<file path="src/source/ecc_sign_pkg.sv">
package ecc_sign_pkg;

    // --------------------------------------------------
    // widths and field constants
    // --------------------------------------------------
    localparam int WORD_W = 32;
    typedef logic [WORD_W-1:0] word_t;

    // group order q = 2^32 - 5
    localparam word_t GROUP_ORDER = 32'hffff_fffb;

    localparam int MEM_ADDR_W  = 3;
    localparam int PROG_ADDR_W = 4;

    typedef logic [MEM_ADDR_W-1:0]  mem_addr_t;
    typedef logic [PROG_ADDR_W-1:0] prog_addr_t;

    // mask generator, x^32 + x^22 + x^2 + x + 1 in Galois form
    localparam word_t LFSR_SEED = 32'h1d87_2b41;
    localparam word_t LFSR_TAPS = 32'h8020_0003;

    // --------------------------------------------------
    // microcode opcodes
    // --------------------------------------------------
    typedef logic [2:0] opcode_t;

    localparam opcode_t OP_NOP   = 3'd0;
    localparam opcode_t OP_LOAD  = 3'd1;
    localparam opcode_t OP_ADD   = 3'd2;
    localparam opcode_t OP_SUB   = 3'd3;
    localparam opcode_t OP_MUL   = 3'd4;
    localparam opcode_t OP_STORE = 3'd5;
    localparam opcode_t OP_END   = 3'd6;

    // operand sources for OP_LOAD
    typedef logic [1:0] src_id_t;

    localparam src_id_t SRC_MSG  = 2'd0;
    localparam src_id_t SRC_PRIV = 2'd1;
    localparam src_id_t SRC_R    = 2'd2;
    localparam src_id_t SRC_MASK = 2'd3;

    // --------------------------------------------------
    // sequencer states
    // --------------------------------------------------
    typedef enum logic [1:0] {
        S_IDLE,
        S_RUN,
        S_WAIT_ALU,
        S_RESULT
    } seq_state_e;

endpackage

</file>
<file path="src/source/ecc_mod_alu.sv">
module ecc_mod_alu (
    input  logic                    clk,
    input  logic                    reset_n,
    input  logic                    zeroize_i,
    input  ecc_sign_pkg::opcode_t   op_i,
    input  ecc_sign_pkg::mem_addr_t addr_a_i,
    input  ecc_sign_pkg::mem_addr_t addr_b_i,
    input  ecc_sign_pkg::mem_addr_t addr_d_i,
    input  ecc_sign_pkg::word_t     wr_data_i,
    output ecc_sign_pkg::word_t     rd_data_o,
    output logic                    busy_o
);
    import ecc_sign_pkg::*;

    word_t     mem [2**MEM_ADDR_W];
    word_t     opa;
    word_t     opb;
    word_t     add_res;
    word_t     sub_res;
    word_t     mul_a;
    word_t     mul_b;
    word_t     mul_acc;
    word_t     mul_dbl;
    word_t     mul_step;
    mem_addr_t mul_dst;
    logic [$clog2(WORD_W)-1:0] mul_cnt;
    logic      mul_start;
    logic      mul_last;
    logic      wr_en;
    mem_addr_t wr_addr;
    word_t     wr_val;

    // x < 2q, one conditional subtraction brings it below q
    function automatic word_t reduce_once(input logic [WORD_W:0] x);
        logic [WORD_W:0] y;
        y = x - {1'b0, GROUP_ORDER};
        return (x >= {1'b0, GROUP_ORDER}) ? y[WORD_W-1:0] : x[WORD_W-1:0];
    endfunction

    assign opa       = mem[addr_a_i];
    assign opb       = mem[addr_b_i];
    assign rd_data_o = opa;

    // --------------------------------------------------
    // add, subtract and one multiply step
    // --------------------------------------------------
    always_comb begin
        add_res = reduce_once({1'b0, opa} + {1'b0, opb});
        sub_res = opa - opb;
        if (opa < opb) begin
            sub_res = sub_res + GROUP_ORDER;
        end
        // MSB first: acc = 2*acc + b[i]*a
        mul_dbl  = reduce_once({mul_acc, 1'b0});
        mul_step = reduce_once({1'b0, mul_dbl} + (mul_b[WORD_W-1] ? {1'b0, mul_a} : '0));
    end

    assign mul_start = (op_i == OP_MUL) && !busy_o;
    // counter wraps after WORD_W steps, last step is all ones
    assign mul_last  = busy_o && (&mul_cnt);

    // write port select, multiply writeback wins
    always_comb begin
        wr_en   = 1'b0;
        wr_addr = addr_d_i;
        wr_val  = wr_data_i;
        if (mul_last) begin
            wr_en   = 1'b1;
            wr_addr = mul_dst;
            wr_val  = mul_step;
        end else begin
            case (op_i)
                OP_LOAD: wr_en = 1'b1;
                OP_ADD: begin
                    wr_en  = 1'b1;
                    wr_val = add_res;
                end
                OP_SUB: begin
                    wr_en  = 1'b1;
                    wr_val = sub_res;
                end
                default: wr_en = 1'b0;
            endcase
        end
    end

    always_ff @(posedge clk) begin
        if (zeroize_i) begin
            for (int i = 0; i < 2**MEM_ADDR_W; i++) begin
                mem[i] <= '0;
            end
        end else if (wr_en) begin
            mem[wr_addr] <= wr_val;
        end
    end

    // multiplier operands and accumulator
    always_ff @(posedge clk) begin
        if (mul_start) begin
            mul_a   <= opa;
            mul_b   <= opb;
            mul_acc <= '0;
            mul_dst <= addr_d_i;
        end else if (busy_o) begin
            mul_acc <= mul_step;
            mul_b   <= {mul_b[WORD_W-2:0], 1'b0};
        end
    end

    always_ff @(posedge clk or negedge reset_n) begin
        if (!reset_n) begin
            busy_o  <= 1'b0;
            mul_cnt <= '0;
        end else if (zeroize_i) begin
            busy_o  <= 1'b0;
            mul_cnt <= '0;
        end else if (mul_start) begin
            busy_o  <= 1'b1;
            mul_cnt <= '0;
        end else if (busy_o) begin
            mul_cnt <= mul_cnt + 1'b1;
            if (mul_last) begin
                busy_o <= 1'b0;
            end
        end
    end

    // every stored value is a field element, loads included
    assert property (@(posedge clk) disable iff (!reset_n)
        wr_en |-> (wr_val < GROUP_ORDER));

endmodule

</file>
<file path="src/source/ecc_operand_sel.sv">
module ecc_operand_sel (
    input  logic                  clk,
    input  logic                  reset_n,
    input  logic                  zeroize_i,
    input  logic                  accept_i,
    input  ecc_sign_pkg::word_t   privkey_i,
    input  ecc_sign_pkg::word_t   sig_r_i,
    input  ecc_sign_pkg::word_t   msg_i,
    input  ecc_sign_pkg::opcode_t op_i,
    input  ecc_sign_pkg::src_id_t src_i,
    input  ecc_sign_pkg::word_t   rd_data_i,
    output ecc_sign_pkg::word_t   wr_data_o,
    output ecc_sign_pkg::word_t   sig_s_o,
    output logic                  s_we_o
);
    import ecc_sign_pkg::*;

    word_t priv_q;
    word_t r_q;
    word_t msg_red_q;
    word_t lfsr_q;
    word_t lfsr_next;
    word_t mask;

    // --------------------------------------------------
    // command operands
    // --------------------------------------------------
    always_ff @(posedge clk) begin
        if (zeroize_i) begin
            priv_q    <= '0;
            r_q       <= '0;
            msg_red_q <= '0;
        end else if (accept_i) begin
            priv_q    <= privkey_i;
            r_q       <= sig_r_i;
            // 2q > 2^32, one subtraction always lands below q
            msg_red_q <= (msg_i >= GROUP_ORDER) ? msg_i - GROUP_ORDER : msg_i;
        end
    end

    // --------------------------------------------------
    // mask source, fresh value per command
    // --------------------------------------------------
    assign lfsr_next = {1'b0, lfsr_q[WORD_W-1:1]} ^ (lfsr_q[0] ? LFSR_TAPS : '0);
    assign mask      = (lfsr_q >= GROUP_ORDER) ? lfsr_q - GROUP_ORDER : lfsr_q;

    always_ff @(posedge clk or negedge reset_n) begin
        if (!reset_n) begin
            lfsr_q <= LFSR_SEED;
        end else if (zeroize_i) begin
            lfsr_q <= LFSR_SEED;
        end else if (accept_i) begin
            lfsr_q <= lfsr_next;
        end
    end

    // load data for the operand memory
    always_comb begin
        wr_data_o = '0;
        if (op_i == OP_LOAD) begin
            case (src_i)
                SRC_MSG:  wr_data_o = msg_red_q;
                SRC_PRIV: wr_data_o = priv_q;
                SRC_R:    wr_data_o = r_q;
                default:  wr_data_o = mask;
            endcase
        end
    end

    // result register, s_we_o marks the cycle the new s is visible
    always_ff @(posedge clk or negedge reset_n) begin
        if (!reset_n) begin
            sig_s_o <= '0;
            s_we_o  <= 1'b0;
        end else if (zeroize_i) begin
            sig_s_o <= '0;
            s_we_o  <= 1'b0;
        end else begin
            s_we_o <= (op_i == OP_STORE);
            if (accept_i) begin
                sig_s_o <= '0;
            end else if (op_i == OP_STORE) begin
                sig_s_o <= rd_data_i;
            end
        end
    end

endmodule

</file>
<file path="src/source/ecc_range_check.sv">
module ecc_range_check (
    input  logic                clk,
    input  logic                reset_n,
    input  logic                zeroize_i,
    input  logic                accept_i,
    input  ecc_sign_pkg::word_t privkey_i,
    input  ecc_sign_pkg::word_t sig_r_i,
    input  logic                s_we_i,
    input  ecc_sign_pkg::word_t sig_s_i,
    output logic                input_bad_o,
    output logic                error_o
);
    import ecc_sign_pkg::*;

    logic priv_bad;
    logic r_bad;

    // --------------------------------------------------
    // input bounds, both must lie in [1, q-1]
    // --------------------------------------------------
    assign priv_bad    = (privkey_i == '0) || (privkey_i >= GROUP_ORDER);
    assign r_bad       = (sig_r_i == '0) || (sig_r_i >= GROUP_ORDER);
    assign input_bad_o = priv_bad || r_bad;

    // sticky per command, cleared by the next accept
    always_ff @(posedge clk or negedge reset_n) begin
        if (!reset_n) begin
            error_o <= 1'b0;
        end else if (zeroize_i) begin
            error_o <= 1'b0;
        end else if (accept_i) begin
            error_o <= input_bad_o;
        end else if (s_we_i && (sig_s_i == '0)) begin
            // zero proof is not a valid signature
            error_o <= 1'b1;
        end
    end

endmodule

</file>
<file path="src/source/ecc_seq_rom.sv">
module ecc_seq_rom (
    input  ecc_sign_pkg::prog_addr_t pc_i,
    output ecc_sign_pkg::opcode_t    op_o,
    output ecc_sign_pkg::src_id_t    src_o,
    output ecc_sign_pkg::mem_addr_t  addr_a_o,
    output ecc_sign_pkg::mem_addr_t  addr_b_o,
    output ecc_sign_pkg::mem_addr_t  addr_d_o
);
    import ecc_sign_pkg::*;

    // one instruction word is {op, src, a, b, dst}
    logic [$bits(opcode_t)+$bits(src_id_t)+3*MEM_ADDR_W-1:0] instr;

    // memory map: 0 h, 1 d, 2 r, 3 m, 4..6 scratch
    always_comb begin
        case (pc_i)
            // operand loads
            4'd0:    instr = {OP_LOAD,  SRC_MSG,  3'd0, 3'd0, 3'd0};
            4'd1:    instr = {OP_LOAD,  SRC_PRIV, 3'd0, 3'd0, 3'd1};
            4'd2:    instr = {OP_LOAD,  SRC_R,    3'd0, 3'd0, 3'd2};
            4'd3:    instr = {OP_LOAD,  SRC_MASK, 3'd0, 3'd0, 3'd3};
            // masked share: (d - m) * r + (h - m)
            4'd4:    instr = {OP_SUB,   SRC_MSG,  3'd1, 3'd3, 3'd4};
            4'd5:    instr = {OP_SUB,   SRC_MSG,  3'd0, 3'd3, 3'd5};
            4'd6:    instr = {OP_MUL,   SRC_MSG,  3'd4, 3'd2, 3'd4};
            4'd7:    instr = {OP_ADD,   SRC_MSG,  3'd4, 3'd5, 3'd4};
            // mask share: m * r + m
            4'd8:    instr = {OP_MUL,   SRC_MSG,  3'd3, 3'd2, 3'd5};
            4'd9:    instr = {OP_ADD,   SRC_MSG,  3'd5, 3'd3, 3'd5};
            // recombine and hand s out
            4'd10:   instr = {OP_ADD,   SRC_MSG,  3'd4, 3'd5, 3'd6};
            4'd11:   instr = {OP_STORE, SRC_MSG,  3'd6, 3'd0, 3'd0};
            4'd12:   instr = {OP_END,   SRC_MSG,  3'd0, 3'd0, 3'd0};
            // unused slots end the program
            default: instr = {OP_END,   SRC_MSG,  3'd0, 3'd0, 3'd0};
        endcase
    end

    assign {op_o, src_o, addr_a_o, addr_b_o, addr_d_o} = instr;

endmodule

</file>
<file path="src/source/ecc_sequencer.sv">
module ecc_sequencer (
    input  logic                    clk,
    input  logic                    reset_n,
    input  logic                    zeroize_i,
    input  logic                    cmd_valid_i,
    input  logic                    res_ready_i,
    input  logic                    input_bad_i,
    input  logic                    alu_busy_i,
    output logic                    cmd_ready_o,
    output logic                    accept_o,
    output logic                    res_valid_o,
    output ecc_sign_pkg::opcode_t   op_o,
    output ecc_sign_pkg::src_id_t   src_o,
    output ecc_sign_pkg::mem_addr_t addr_a_o,
    output ecc_sign_pkg::mem_addr_t addr_b_o,
    output ecc_sign_pkg::mem_addr_t addr_d_o
);
    import ecc_sign_pkg::*;

    seq_state_e state;
    prog_addr_t pc;
    opcode_t    rom_op;
    logic       res_take;

    ecc_seq_rom i_ecc_seq_rom (
        .pc_i     (pc),
        .op_o     (rom_op),
        .src_o    (src_o),
        .addr_a_o (addr_a_o),
        .addr_b_o (addr_b_o),
        .addr_d_o (addr_d_o)
    );

    assign cmd_ready_o = (state == S_IDLE);
    assign accept_o    = cmd_ready_o && cmd_valid_i;
    assign res_take    = res_valid_o && res_ready_i;

    // the datapath only sees an instruction while the program runs
    assign op_o = (state == S_RUN) ? rom_op : OP_NOP;

    // --------------------------------------------------
    // command FSM and program counter
    // --------------------------------------------------
    always_ff @(posedge clk or negedge reset_n) begin
        if (!reset_n) begin
            state       <= S_IDLE;
            pc          <= '0;
            res_valid_o <= 1'b0;
        end else if (zeroize_i) begin
            state       <= S_IDLE;
            pc          <= '0;
            res_valid_o <= 1'b0;
        end else begin
            case (state)
                S_IDLE: begin
                    if (accept_o) begin
                        pc    <= '0;
                        // bad inputs skip the program entirely
                        state <= input_bad_i ? S_RESULT : S_RUN;
                    end
                end
                S_RUN: begin
                    if (rom_op == OP_MUL) begin
                        state <= S_WAIT_ALU;
                    end else if (rom_op == OP_END) begin
                        state <= S_RESULT;
                    end else begin
                        pc <= pc + 1'b1;
                    end
                end
                S_WAIT_ALU: begin
                    // stall until the multiplier has written back
                    if (!alu_busy_i) begin
                        state <= S_RUN;
                        pc    <= pc + 1'b1;
                    end
                end
                S_RESULT: begin
                    // valid comes up one cycle after entry so s and error settle first
                    res_valid_o <= !res_take;
                    if (res_take) begin
                        state <= S_IDLE;
                    end
                end
                default: state <= S_IDLE;
            endcase
        end
    end

    // no new command may slip in while a result is pending
    assert property (@(posedge clk) disable iff (!reset_n)
        res_valid_o |-> !cmd_ready_o);

    // an instruction only issues while the ALU is idle
    assert property (@(posedge clk) disable iff (!reset_n)
        (op_o != OP_NOP) |-> !alu_busy_i);

endmodule

</file>
<file path="src/source/ecc_sign_top.sv">
module ecc_sign_top (
    input  logic                clk,
    input  logic                reset_n,
    input  logic                zeroize_i,
    input  logic                cmd_valid_i,
    output logic                cmd_ready_o,
    input  ecc_sign_pkg::word_t privkey_i,
    input  ecc_sign_pkg::word_t sig_r_i,
    input  ecc_sign_pkg::word_t msg_i,
    output logic                res_valid_o,
    input  logic                res_ready_i,
    output ecc_sign_pkg::word_t sig_s_o,
    output logic                error_o
);
    import ecc_sign_pkg::*;

    logic      accept;
    logic      input_bad;
    logic      alu_busy;
    logic      s_we;
    opcode_t   op;
    src_id_t   src;
    mem_addr_t addr_a;
    mem_addr_t addr_b;
    mem_addr_t addr_d;
    word_t     rd_data;
    word_t     wr_data;

    // --------------------------------------------------
    // intake and sequencing
    // --------------------------------------------------
    ecc_sequencer i_ecc_sequencer (
        .clk         (clk),
        .reset_n     (reset_n),
        .zeroize_i   (zeroize_i),
        .cmd_valid_i (cmd_valid_i),
        .res_ready_i (res_ready_i),
        .input_bad_i (input_bad),
        .alu_busy_i  (alu_busy),
        .cmd_ready_o (cmd_ready_o),
        .accept_o    (accept),
        .res_valid_o (res_valid_o),
        .op_o        (op),
        .src_o       (src),
        .addr_a_o    (addr_a),
        .addr_b_o    (addr_b),
        .addr_d_o    (addr_d)
    );

    ecc_range_check i_ecc_range_check (
        .clk         (clk),
        .reset_n     (reset_n),
        .zeroize_i   (zeroize_i),
        .accept_i    (accept),
        .privkey_i   (privkey_i),
        .sig_r_i     (sig_r_i),
        .s_we_i      (s_we),
        .sig_s_i     (sig_s_o),
        .input_bad_o (input_bad),
        .error_o     (error_o)
    );

    // --------------------------------------------------
    // operand select and arithmetic
    // --------------------------------------------------
    ecc_operand_sel i_ecc_operand_sel (
        .clk       (clk),
        .reset_n   (reset_n),
        .zeroize_i (zeroize_i),
        .accept_i  (accept),
        .privkey_i (privkey_i),
        .sig_r_i   (sig_r_i),
        .msg_i     (msg_i),
        .op_i      (op),
        .src_i     (src),
        .rd_data_i (rd_data),
        .wr_data_o (wr_data),
        .sig_s_o   (sig_s_o),
        .s_we_o    (s_we)
    );

    ecc_mod_alu i_ecc_mod_alu (
        .clk       (clk),
        .reset_n   (reset_n),
        .zeroize_i (zeroize_i),
        .op_i      (op),
        .addr_a_i  (addr_a),
        .addr_b_i  (addr_b),
        .addr_d_i  (addr_d),
        .wr_data_i (wr_data),
        .rd_data_o (rd_data),
        .busy_o    (alu_busy)
    );

endmodule

</file>
<file path="config.mk">
export PLATFORM = sky130hd
export DESIGN_NAME = ecc_sign_top
export DESIGN_NICKNAME = d
export VERILOG_FILES = /design/src/source/ecc_sign_pkg.sv /design/src/source/ecc_mod_alu.sv /design/src/source/ecc_operand_sel.sv /design/src/source/ecc_range_check.sv /design/src/source/ecc_seq_rom.sv /design/src/source/ecc_sequencer.sv /design/src/source/ecc_sign_top.sv
export SDC_FILE = /design/constraint.sdc
export NUM_CORES = 2
export LEC_CHECK = 0
export BUFFER_PORTS_ARGS = -buffer_cell sky130_fd_sc_hd__buf_2
export CORE_UTILIZATION = 52
export CTS_CLUSTER_DIAMETER = 200
export DETAILED_ROUTE_END_ITERATION = 16
export GPL_ROUTABILITY_DRIVEN = 1
export PLACE_DENSITY_LB_ADDON = 0.12
export SLEW_MARGIN = 20
export SYNTH_ARGS = -nofsm -noshare
export SYNTH_HDL_FRONTEND = slang
export SYNTH_SLANG_ARGS = --single-unit
</file>
<file path="constraint.sdc">
create_clock -name clk -period 13.3 [get_ports clk]
set_input_delay 1.33 -clock clk [delete_from_list [all_inputs] [get_ports clk]]
set_output_delay 1.33 -clock clk [all_outputs]
set_load 0.05 [all_outputs]
</file>
# After elaboration in Yosys (flattened, before gate mapping)
# Memories as Yosys holds them, arrays and structs flattened.
# Index checks and enable logic that the tools add are counted.
[classes] bitwise=1 eq_ne=18 order_cmp=8 n_addsub=11 reduce_logical=27 muxes=58
[ops] cell="32-bit 2-to-1 mux" n=18
[ops] cell="32-bit subtractor (second input constant)" n=5
[ops] cell="32-bit greater-or-equal comparator (second input constant)" n=4
[ops] cell="33-bit by 32-bit greater-or-equal comparator with 1-bit output (second input constant)" n=3
[ops] cell="32-bit zero test" n=3
[ops] cell="32-bit one-hot mux with 3 select lines" n=1
[ops] cell="32-bit by 32-bit adder with 33-bit output" n=2
[ops] cell="32-bit one-hot mux with 2 select lines" n=1
[ops] cell="32-bit adder (second input constant)" n=1
[ops] cell="32-bit < comparator" n=1
[ops] cell="32-bit OR reduction" n=1
[ops] cell="32-bit subtractor" n=1
[ops] cell="31-bit by 32-bit XOR with 32-bit output" n=1
[ops] cell="4-bit 2-to-1 mux" n=5
[ops] cell="1-bit 2-to-1 mux" n=18
[ops] cell="5-bit 2-to-1 mux" n=3
[ops] cell="2-bit 2-to-1 mux" n=7
[ops] cell="3-bit equality test (second input constant)" n=4
[ops] cell="3-bit != test (second input constant)" n=4
[ops] cell="4-bit one-hot mux with 3 select lines" n=1
[ops] cell="5-bit AND reduction" n=2
[ops] cell="3-bit 2-to-1 mux" n=3
[ops] cell="3-bit nonzero test" n=3
[ops] cell="2-bit one-hot mux with 4 select lines" n=1
[ops] cell="other kinds (16)" n=30
[totals] ramBits=256 output_inout_bits=35 n_memories=2 romBits=224 in_bits=101 reg_bits=274 wordCells=141
[mem_list] name="i_ecc_mod_alu.mem" words=8 width=32 rd=2 rd_clocked_by_memory_dff=0 wr=8 line_no="ecc_mod_alu.sv:15" rtl="word_t mem [2**MEM_ADDR_W];"
[mem_list] name="(name not given)" words=16 width=14 rd=1 rd_clocked_by_memory_dff=0 wr=0 line_no="ecc_seq_rom.sv:16" rtl="case (pc_i)"

# Logic depth before layout (Yosys ltp)
[depth] depth_word=11 depth_mapped=27 depth_no_buf=23

# Hierarchy
# From an unflattened synthesis, not the netlist that was laid out.
[unflattened] cells_unflattened=3624 hier_area_um2=36018.3
[by_module_without_submodules] module="ecc_mod_alu" n_inst=1 area_per_inst_um2=27292.4 seq_area_each_um2=10490.1 cells_per_inst=2746
[by_module_without_submodules] module="ecc_operand_sel" n_inst=1 area_per_inst_um2=7484.7 seq_area_each_um2=3565.9 cells_per_inst=718
[by_module_without_submodules] module="ecc_sequencer" n_inst=1 area_per_inst_um2=569.3 seq_area_each_um2=175.2 cells_per_inst=61
[by_module_without_submodules] module="ecc_range_check" n_inst=1 area_per_inst_um2=389.1 seq_area_each_um2=25.0 cells_per_inst=60
[by_module_without_submodules] module="ecc_seq_rom" n_inst=1 area_per_inst_um2=282.8 seq_area_each_um2=0.0 cells_per_inst=39

# Least setup slack after synthesis
# No wires, ideal clock.
[synth_timing] path_kind="register -> register" startpoint="register i_ecc_sequencer.pc[1]" endpoint="memory i_ecc_mod_alu.mem[0][14] (netlist name) (data pin)" setup_ns=0.285 setup_slack_ns=6.507 arrival_ns=6.507 required_ns=13.015 path_buffers=2 stages_incl_launch_ff=23 synth_period_minus_slack_ns=6.793 path_cell_list="dfrtp_1 clkbuf_1 inv_1 ha_1 nor2_1 buf_1 mux4_2 mux2i_1 inv_1 ha_1 fa_1 a21oi_1 o211ai_1 a21oi_1 xnor2_1 nand3_2 or4_4 nor2_4 o2111ai_4 a211oi_1 xor2_1 a211oi_1 nor3_1"
[synth_lines] element="from (decl)" line_no="ecc_sequencer.sv:21" rtl="prog_addr_t pc;"
[synth_lines] element="from (signal assigned)" line_no="ecc_sequencer.sv:68" rtl="pc <= pc + 1'b1;"
[synth_lines] element="from (signal assigned)" line_no="ecc_sequencer.sv:75" rtl="pc <= pc + 1'b1;"
[synth_lines] element="to (decl)" line_no="ecc_mod_alu.sv:15"

==> run_results.csv <==
group,metric,value,unit
routing,detail_route.wirelength,138000,um
run_status,outcome,"completed",
timing,finalHoldViolCount,0,
logic_synthesis,synth-async-reset-ratio,0.149,
setup_path,crit_path_cell_trace,"inv_1 > ha_1 > nor2_4 > buf_4 > mux4_2 > nand2_1 > nand2_1 > ha_1 > or4_1 > or4_1 > a211oi_1 > o311ai_1 > a2bb2oi_2 > mux2i_1 > a221oi_2 > nor4_4 > nand3_2 > or3_1 > a311oi_2 > a21oi_1",
cells_and_area,fillers,6120,
power,ir_drop,0.0995,mV
global_routing,antenna_found_initial,8,
cells_and_area,area_growth,9.44,%
cells_and_area,final_common_cell,"nand2_1",
power,power.total,5.55,mW
global_routing,grt_pass1_vias,31000,
clock_network,ctsLongestPathBuffers,3,
timing,drv_slew,0,
logic_synthesis,syn_nets,4247,
logic_synthesis,yosys_register_bits,530,
setup_path,worstSetupEndpointType,"flip-flop",
placed_design,hpwl,100000,um
placed_design,placed_area,37100,um^2
logic_synthesis,yosysSeqAreaShare,0.399,
timing,tightest_slew,1.19,ns
routing,drc,0,
placed_design,gp_congestion,1.07,
cells_and_area,register_area,14300,um^2
setup_path,timing.critical_path.slowest_stage_cell,"buf_4",
cells_and_area,finalNetCount,4245,
power,combinationalPowerShare,0.338,
setup_path,worst_path_largest_cell_delay,0.78,ns
logic_synthesis,yosysWarnings,0,
setup_path,critPathArrivalTime,9.87,ns
power,swShare,0.387,
clock_network,cts_hold_buf,0,
clock_network,path_clk_slew,0.07,ns
routing,via_count,33100,
timing,relSlewSlack,0.206,
clock_network,cts.sinks,530,
logic_synthesis,yosysUniqueCellTypes,122,
cells_and_area,drive_above_1_share,0.122,
logic_synthesis,synth_edf_count,323,
timing,max_freq,105,MHz
routing,wl_per_cell,28.0,um
global_routing,grt_max_degree,93,
cells_and_area,final_cell_mix,"624 x nand2_1, 390 x nor2_1, 323 x edfxtp_1",
setup_path,required,13.65,ns
routing,wl_met1,55100,um
flow_run,max-cap-violations,0,
timing,rsz0062_at_grt,"no",
global_routing,grt_pass1_wl,203000,um
timing,fin_tns_setup,0,ns
floorplan,rows,95,
routing,dr.pass1.iters,6,
timing,setup_violations,0,
setup_path,crit_type,"flip-flop to flip-flop",
clock_network,cts_root_buf,"clkbuf_16",
placed_design,port_buffers,135,
floorplan,die_height,264,um
routing,met3_wirelength,14400,um
logic_synthesis,avgSynthCellArea,8.87,um^2
floorplan,initial_core_util,0.529,
routing,viasPerCell,6.68,
timing,min_period,9.52,ns
logic_synthesis,synth_cells,4025,
clock_network,cts_buffers,59,
setup_path,critPathLaunchType,"flip-flop",
clock_network,cts_tree,"yes",
routing,drt_iter0_drc,3978,
power,p_leak,14.3,nW
power,powerDensity,142,nW/um^2
setup_path,cp_max_fo,47,
timing,skew,0.0287,ns
routing,dr.max_layer_used,"met5",
floorplan,fp.dieW,264,um
power,seq_power_share,0.359,
routing,postRouteAntennaNets,0,
clock_network,postCtsSetupBuffers,0,
power,p_sw,2.15,mW
global_routing,overflow,0,
clock_network,cts-resized-gates,0,
power,cellInternalPower,3.40,mW
global_routing,track_usage,0.391,
hold_path,hold_path.class,"flip-flop to flip-flop",
timing,fin_crit_sh,0.716,
floorplan,core-area,67500,um^2
clock_network,clock_latency,0.65,ns
floorplan,io-pin-count,136,
logic_synthesis,syn_area,35700,um^2
cells_and_area,multi_input_area,20200,um^2
cells_and_area,final_area,39100,um^2
logic_synthesis,synthFlopType,"edfxtp_1",
clock_network,cts.htree.levels,2,
power,clockPowerShare,0.302,
floorplan,dieArea,69700,um^2
routing,dr_wl_met2,61500,um
==> cells by family (layout without fill, tap and decap cells) <==
| group | Yosys count | after routing | share of synthesized area |
|---|---|---|---|
| and+or+nand+nor | 1786 | 1786 | 0.239 |
| AOI/OAI and AO/OA | 981 | 981 | 0.193 |
| DFF | 530 | 530 | 0.399 |
| buffers and inverters | 356 | 404 | 0.0391 |
| xor gates and xnor gates | 162 | 162 | 0.0402 |
| adders and majority gates | 121 | 121 | 0.0430 |
| muxes | 89 | 89 | 0.0472 |
| other | 0 | 1 | 0 |
==> layer usage <==
| metal | vias to the layer above | track usage |
|---|---|---|
| li1 | 14900 | - |
| met1 | 16000 | 0.531 |
| met2 | 1730 | 0.600 |
| met3 | 376 | 0.0810 |
| met4 | 6 | 0.181 |
| met5 | - | 0 |
==> critical path: cells and delay by family (launching register included) <==
kind / cells / cell delay (ns)
buf+inv: 2 / 1.08
fa+ha+maj: 2 / 1.09
simple gates: 8 / 3.32
mux: 2 / 0.74
compound gates: 6 / 2.29
flops: 1 / 0.66
==> through the flow <==
step	cells	hold slack (ns)	util	worst slack, ns
final	4947	0.442	0.579	3.78
after global routing	4947	0.486	0.579	3.34
after CTS	4946	0.442	0.579	4.11
after detailed placement	4835	0.434	0.549	4.14
after global placement	4835	0.426	0.549	4.11
after floorplan	4025	0.416	-	6.51
==> state kept, by name, indices dropped and copies added (netlist names), 5 cells and up <==
| register | cells |
|---|---|
| i_ecc_operand_sel.r_q | 32 |
| i_ecc_operand_sel.lfsr_q | 32 |
| i_ecc_mod_alu.mul_cnt | 5 |
| i_ecc_operand_sel.sig_s_o | 32 |
| i_ecc_mod_alu.mem | 256 |
| i_ecc_operand_sel.msg_red_q | 32 |
| i_ecc_mod_alu.mul_acc | 32 |
| i_ecc_mod_alu.mul_a | 32 |
| i_ecc_operand_sel.priv_q | 32 |
| i_ecc_mod_alu.mul_b | 32 |
==> power groups by stage <==
stage	Clock [mW]	Combinational [mW]	Sequential (mW)
2_1_floorplan	0	1.21	1.99
3_3_place_gp	0	1.81	2.02
3_5_place_dp	0	1.81	2.02
4_1_cts	1.69	1.82	1.99
5_1_grt	1.74	1.98	2.01
6_report	1.68	1.88	1.99
==> layout make-up <==
cell class / count / area share
inverters: 94 / 0.00903
diodes: 1 / 0.0000640
flip-flops and latches: 530 / 0.365
repair buffers: 199 / 0.0296
multi-input cells: 3139 / 0.518
well taps: 873 / 0.0279
clock inverters: 34 / 0.00839
clock buffers: 77 / 0.0424
==> cell usage after synthesis (25+ instances only) <==
library cell	count	area (um^2)
a211oi_1	68	510
a21oi_1	258	1290
a22o_1	116	1020
a22oi_1	25	188
and2_1	46	288
and3_1	32	200
buf_1	26	97.6
buf_2	27	135
clkbuf_1	203	762
dfrtp_1	65	1630
dfxtp_1	128	2560
edfxtp_1	323	9700
ha_1	118	1480
inv_1	93	349
mux4_2	63	1420
nand2_1	625	2350
nand3_1	280	1400
nand4_1	70	438
nor2_1	398	1490
nor2b_1	31	194
nor3_1	70	350
nor3b_1	32	240
nor4_1	59	369
o21ai_0	171	856
o31ai_1	40	300
xnor2_1	109	955
xor2_1	51	447
==> final timing paths <==
path | from | cells past startpoint | slack (ns) | end
worst max register to register | i_ecc_sequencer.pc[1]$_DFFE_PN0P_ | 20 | 3.78 | i_ecc_mod_alu.mem[4][29]$_SDFFCE_PN0P_
min in group asynchronous | reset_n | 1 | 0.60 | i_ecc_operand_sel.sig_s_o[5]$_DFFE_PN0P_
max in group asynchronous | reset_n | 2 | 11.49 | i_ecc_mod_alu.mul_cnt[4]$_DFFE_PN0P_
worst max-delay path | i_ecc_sequencer.pc[1]$_DFFE_PN0P_ | 20 | 3.78 | i_ecc_mod_alu.mem[4][29]$_SDFFCE_PN0P_
worst min register to register | i_ecc_operand_sel.msg_red_q[2]$_SDFFE_PP0P_ | 2 | 0.44 | i_ecc_operand_sel.msg_red_q[2]$_SDFFE_PP0P_
worst min-delay path | i_ecc_operand_sel.msg_red_q[2]$_SDFFE_PP0P_ | 2 | 0.44 | i_ecc_operand_sel.msg_red_q[2]$_SDFFE_PP0P_
(Power assumes the default switching activity.)
